### config.mk
export PLATFORM = sky130hd
export DESIGN_NAME = retire_map
export DESIGN_NICKNAME = d
export VERILOG_FILES = /design/src/common/rob_pkg.sv /design/src/hdl/retire_map.sv
export VERILOG_INCLUDE_DIRS = /design/src /design/src/common
export SDC_FILE = /design/constraint.sdc
export NUM_CORES = 1
export LEC_CHECK = 0
export BUFFER_PORTS_ARGS = -buffer_cell sky130_fd_sc_hd__buf_2
export CELL_PAD_IN_SITES_DETAIL_PLACEMENT = 0
export CELL_PAD_IN_SITES_GLOBAL_PLACEMENT = 1
export CORE_ASPECT_RATIO = 1.1
export CORE_MARGIN = 4
export CORE_UTILIZATION = 49
export CTS_CLUSTER_DIAMETER = 60
export DETAILED_ROUTE_END_ITERATION = 7
export MAX_ROUTING_LAYER = met4
export PLACE_DENSITY = 0.86
export SLEW_MARGIN = 20
export SYNTH_ARGS = -nofsm -noshare
export SYNTH_HDL_FRONTEND = slang
export SYNTH_SLANG_ARGS = --single-unit
### constraint.sdc
create_clock -name clock -period 3 [get_ports clock]
set_input_delay 0.3 -clock clock [delete_from_list [all_inputs] [get_ports clock]]
set_output_delay 0.3 -clock clock [all_outputs]
set_load 0.02 [all_outputs]
### src/common/rob_params.svh
`ifndef ROB_PARAMS_SVH
`define ROB_PARAMS_SVH

// buffer geometry
`define ROB_SZ       16
`define ROB_N        2
`define CDB_SZ       2
`define ALERT_DEPTH  `ROB_N

// register files
`define ARCH_REGS    32
`define PHYS_REGS    64

// field widths
`define XLEN         32
`define ROB_IDX_W    4
`define ROB_CNT_W    5
`define ARN_W        5
`define PRN_W        6

`endif

### src/common/rob_pkg.sv
`include "rob_params.svh"

package rob_pkg;

    typedef logic [`ROB_IDX_W-1:0] robn_t;
    typedef logic [`ARN_W-1:0]     arn_t;
    typedef logic [`PRN_W-1:0]     prn_t;
    typedef logic [`XLEN-1:0]      addr_t;

    typedef struct packed {
        logic  executed;
        logic  success;        // resolved direction matched prediction
        logic  cond_branch;
        logic  uncond_branch;
        logic  has_dest;
        logic  predict_taken;
        logic  resolve_taken;
        arn_t  dest_arn;
        prn_t  dest_prn;
        addr_t pc;
        addr_t npc;            // resolved target once executed
    } rob_entry_t;

    typedef struct packed {
        logic [`ROB_N-1:0]       valid;
        rob_entry_t [`ROB_N-1:0] entries;
    } dispatch_packet_t;

    typedef struct packed {
        logic  executed;
        robn_t robn;
        logic  branch_taken;
        addr_t target_addr;
    } cdb_packet_t;

    typedef struct packed {
        logic  valid;
        logic  has_dest;
        arn_t  dest_arn;
        prn_t  dest_prn;
        addr_t pc;
    } commit_slot_t;

    typedef struct packed {
        commit_slot_t [`ROB_N-1:0] slots;   // slot 0 is oldest
    } commit_packet_t;

endpackage

### src/hdl/retire_map.sv
`timescale 1ns/1ps
`include "rob_params.svh"

module retire_map (
    input  logic                    clock,
    input  logic                    reset,
    input  rob_pkg::commit_packet_t commit,
    input  rob_pkg::arn_t           lookup_arn,
    output rob_pkg::prn_t           lookup_prn
);
    import rob_pkg::*;

    prn_t map [`ARCH_REGS];

    // async read of committed mapping
    assign lookup_prn = map[lookup_arn];

    always_ff @(posedge clock) begin
        if (reset) begin
            for (int k = 0; k < `ARCH_REGS; k++) begin
                map[k] <= prn_t'(k);   // identity
            end
        end else begin
            // slot order, younger slot overrides
            for (int i = 0; i < `ROB_N; i++) begin
                if (commit.slots[i].valid && commit.slots[i].has_dest) begin
                    map[commit.slots[i].dest_arn] <= commit.slots[i].dest_prn;
                end
            end
        end
    end

endmodule

# Yosys cells after proc, flatten, opt, wreduce, memory -nomap -nowiden
# Memory sizes are Yosys's and may differ from the RTL's.
# Index checks and enable logic that the tools add are counted.
[word_totals]
regBits = 0
latchBits = 0
ram_bits = 192
romBits = 0
input_bits = 97
output_inout_bits = 6
wordCells = 19
memories = 1
[memory_table]
columns = ["memory", "words", "width", "read_ports", "rd_ports_with_merged_regs", "write_ports", "line_no", "rtl"]
rows = [
  ["map", 32, 6, 1, 0, 32, "retire_map.sv:13", "prn_t map [`ARCH_REGS];"],
]
[op_classes]
add_sub_neg = 0
n_mul = 0
div_mod_pow = 0
order_cmp = 0
eq_ne = 0
n_shift = 0
n_mux = 14
bitwise = 0
n_reduce_logical = 4
[op_table]
columns = ["cell", "count"]
rows = [
  ["6-bit 2-to-1 mux", 2],
  ["6-bit OR reduction", 2],
  ["1-bit 2-to-1 mux", 10],
  ["5-bit 2-to-1 mux", 2],
  ["1-bit logical AND", 2],
]

# Logic depth before layout (Yosys ltp)
[depth]
word_depth = 6
mapped_depth = 6
ltp_nobuf = 3

# Worst setup path after synthesis
# No wires, ideal clock.
[synth_timing]
path_kind = "input -> output"
start = "input lookup_arn[2]"
end = "output lookup_prn[0]"
t_arrival_ps = 2089
slack_ps = 611
stages = 5
cell_sequence = "clkbuf_1 -> clkbuf_1 -> mux4_2 -> mux4_2 -> mux2_2"
[synth_via]
elab_chain_len = 1
[synth_rtl]
columns = ["element", "line_no", "rtl"]
rows = [
  ["from (decl)", "retire_map.sv:8", "input rob_pkg::arn_t lookup_arn,"],
  ["memory read 32 x 6 bit", "-", ""],
  ["to (decl)", "retire_map.sv:9", "output rob_pkg::prn_t lookup_prn"],
]
# No other way between the ends.

# Worst setup path after layout
[layout_timing]
start = "memory map[28][3] in the netlist's numbering"
end = "output lookup_prn[3]"
[layout_via]
elab_chain_len = 1
[layout_rtl]
columns = ["element", "line_no"]
rows = [
  ["from (decl)", "retire_map.sv:13"],
  ["memory read 32 x 6 bit", "-"],
]
# No other way between the ends.

==> flow_metrics.tcl <==
set metrics [dict create \
    outcome "completed" \
    synth.area.top_cells "edfxtp_1, mux4_2, o31ai_1" \
    ios 103 \
    fin_cells 1278 \
    power.density_mw_per_mm2 484 \
    initial_core_util_pct 50.0 \
    drv_cap 0 \
    finalSetupViolCount 0 \
    cts.path.max_buffers 2 \
    drive_above_1_share_pct 20.7 \
    hold_class "primary input to flip-flop" \
    cp-start-kind "flip-flop" \
    cp.arrival_ns 2.37 \
    viasPerCell 7.86 \
    yosysSeqAreaShare_pct 50.1 \
    synth_ff_type "edfxtp_1" \
    largest_register_ffs 192 \
    die-area_mm2 0.0260 \
    syn_inst 1004 \
    fin_util_pct 54.6 \
    synth-seq-cells 192 \
    drt_iter0_markers 2308 \
    ant_nets 0 \
    antennaDiodeCount 0 \
    synth_cell_types 26 \
    port_buffers 38 \
    postLayoutSetupSlackWorst_ns 0.334 \
    overflow 0 \
    placed_cells 1248 \
    ctsResizeCount 0 \
    leakage_nw 3.61 \
    cts_tree "done" \
    endpoint_kind "output pin" \
    drc 0 \
    synth.top_cell.area_share_pct 50.1 \
    max_slew.worst_pin.slew_ns 0.950 \
    yosysTopAreaCell "edfxtp_1" \
    grt_max_degree 80 \
    avgRoutedWirePerCell_um 29.5 \
    routabilityCongestion 0.874 \
    vias 10045 \
    drt_pre_antenna_iters 6 \
    period_minus_slack_ns 2.67 \
    antenna_found_initial 0 \
    clk_pin_slew_ns 0.07 \
    dieWidth_um 154 \
    track_usage_pct 29.3 \
    area_growth_pct 9.13 \
    finalNetCount 1064 \
    min_path_cells 4 \
    grt_pass1_wl_mm 57.0 \
    syn-num-nets 1101 \
    peakVddDrop_v 0.000373 \
    synth.avg_cell_area_um2 11.5 \
    dp_hpwl_mm 22.8 \
    clock-sinks 192 \
    synth_edf_count 192 \
    finalHoldViolCount 0 \
    async_flop_share_pct 0 \
    relSlewSlack_pct 36.7 \
    setup-tns-final_ns 0 \
    die_h_um 169 \
    num_rows 58 \
    ctsHoldBuffers 0 \
    max_freq_mhz 375 \
    cts_made_buffers 17 \
    reg.largest.list "map: 192 flops" \
    syn_area_mm2 0.0115 \
    first_global_vias 9539 \
    critPathLaunch "map[28][3]" \
    slowest_stage "mux4_2" \
    finalCritPeriodShare_pct 88.9 \
    rsz0062_at_grt "false" \
    crit_end "lookup_prn[3]" \
    slowest_delay_ns 0.54 \
    cts-htree-levels 4 \
    min-delay-start "commit[35]" \
    cts_setup_buffers 0 \
    drv_slew 0 \
    cp_common_cell "mux4_2" \
    wl_mm 37.8 \
    place_ws_ns 0.493 \
    criticalPathCategory "flip-flop to output pin" \
    fillers 1938 \
    core_area_mm2 0.0230 \
    required_ns 2.70 \
    ys_warn_count 0 \
    largest_register "map" \
    cp_max_fo 1 \
    root_buffer "clkbuf_16" \
    path_cells "mux4_2 > mux4_2 > mux2_2 > buf_2" \
]
## synth_stat cells, types with 8 or more instances
cell type	count
a31oi_1	80
nand3_1	67
edfxtp_1	192
nor4_1	80
and3b_1	8
nand4_1	112
nor3_1	65
mux4_2	60
clkbuf_1	137
buf_1	8
o31ai_1	112
nand3b_1	8
or3_1	33
## worst min-delay path by stage
stage,to,slack (ns)
2_1_floorplan,map[0][5],0.52
3_3_place_gp,map[25][3],0.97
3_5_place_dp,map[26][3],0.98
4_1_cts,map[26][4],0.52
5_1_grt,map[26][3],0.56
6_report,map[26][3],0.54
## metal layers
metal / vias to the layer above / track usage (%) / routed length, µm
met2: 998 / 43.3 / 17000
met5: - / - / 0
li1: 4182 / - / -
met3: 88 / 6.01 / 5750
met1: 4777 / 41.4 / 14100
met4: 0 / 8.64 / 962
## through the flow
step | total power, W | hold WS (ns) | instance area, µm²
floorplan | 0.00369 | 0.524 | 11500
global placement | 0.00401 | 0.967 | 12000
detailed placement | 0.00403 | 0.976 | 12000
CTS | 0.00603 | 0.524 | 12600
global route | 0.00621 | 0.558 | 12600
finish | 0.00608 | 0.542 | 12600
## cell type report
type	count	area [µm²]	share of cell area (%)
Inverter	6	22.5	0.179
Timing Repair Buffer	94	701	5.58
Multi-Input combinational cell	656	5180	41.2
Clock buffer	17	425	3.39
Clock inverter	13	92.6	0.737
Tap cell	300	375	2.99
Sequential cell	192	5770	45.9
## power by group
group | leakage (nW) | switching (W) | internal (W)
sequential | 1.87 | 0.0000580 | 0.00309
clock | 0.235 | 0.00103 | 0.00105
combinational | 1.51 | 0.000576 | 0.000274
total | 3.61 | 0.00166 | 0.00442
## cell usage in the layout, fill, tap and decap left out, types with 7 or more instances in the layout
master,netlist,final
mux4_2,60,60
nand4_1,112,112
edfxtp_1,192,192
nor3_1,65,64
a31oi_1,80,80
or3_1,33,33
and3b_1,8,7
nand3b_1,8,8
buf_12,0,7
nand3_1,67,66
o31ai_1,112,112
nor4_1,80,80
buf_4,0,50
clkbuf_16,0,17
buf_2,2,37
## critical path, delay by kind of cell, from the launching register on
family	cells	cell delay [ns]
muxes	3	1.35
DFF	1	0.43
buffers and inverters	1	0.16
## cell families (layout without fill, tap and decap cells)
logic type,Yosys count,in the layout,share of synthesized area [%]
AO/OA/AOI/OAI,192,192,11.7
buffers and inverters,156,130,5.30
flip-flops,192,192,50.1
multiplexers,66,66,12.3
AND/OR/NAND/NOR,398,398,20.6
Note: power is estimated with default switching activity, not from simulation.
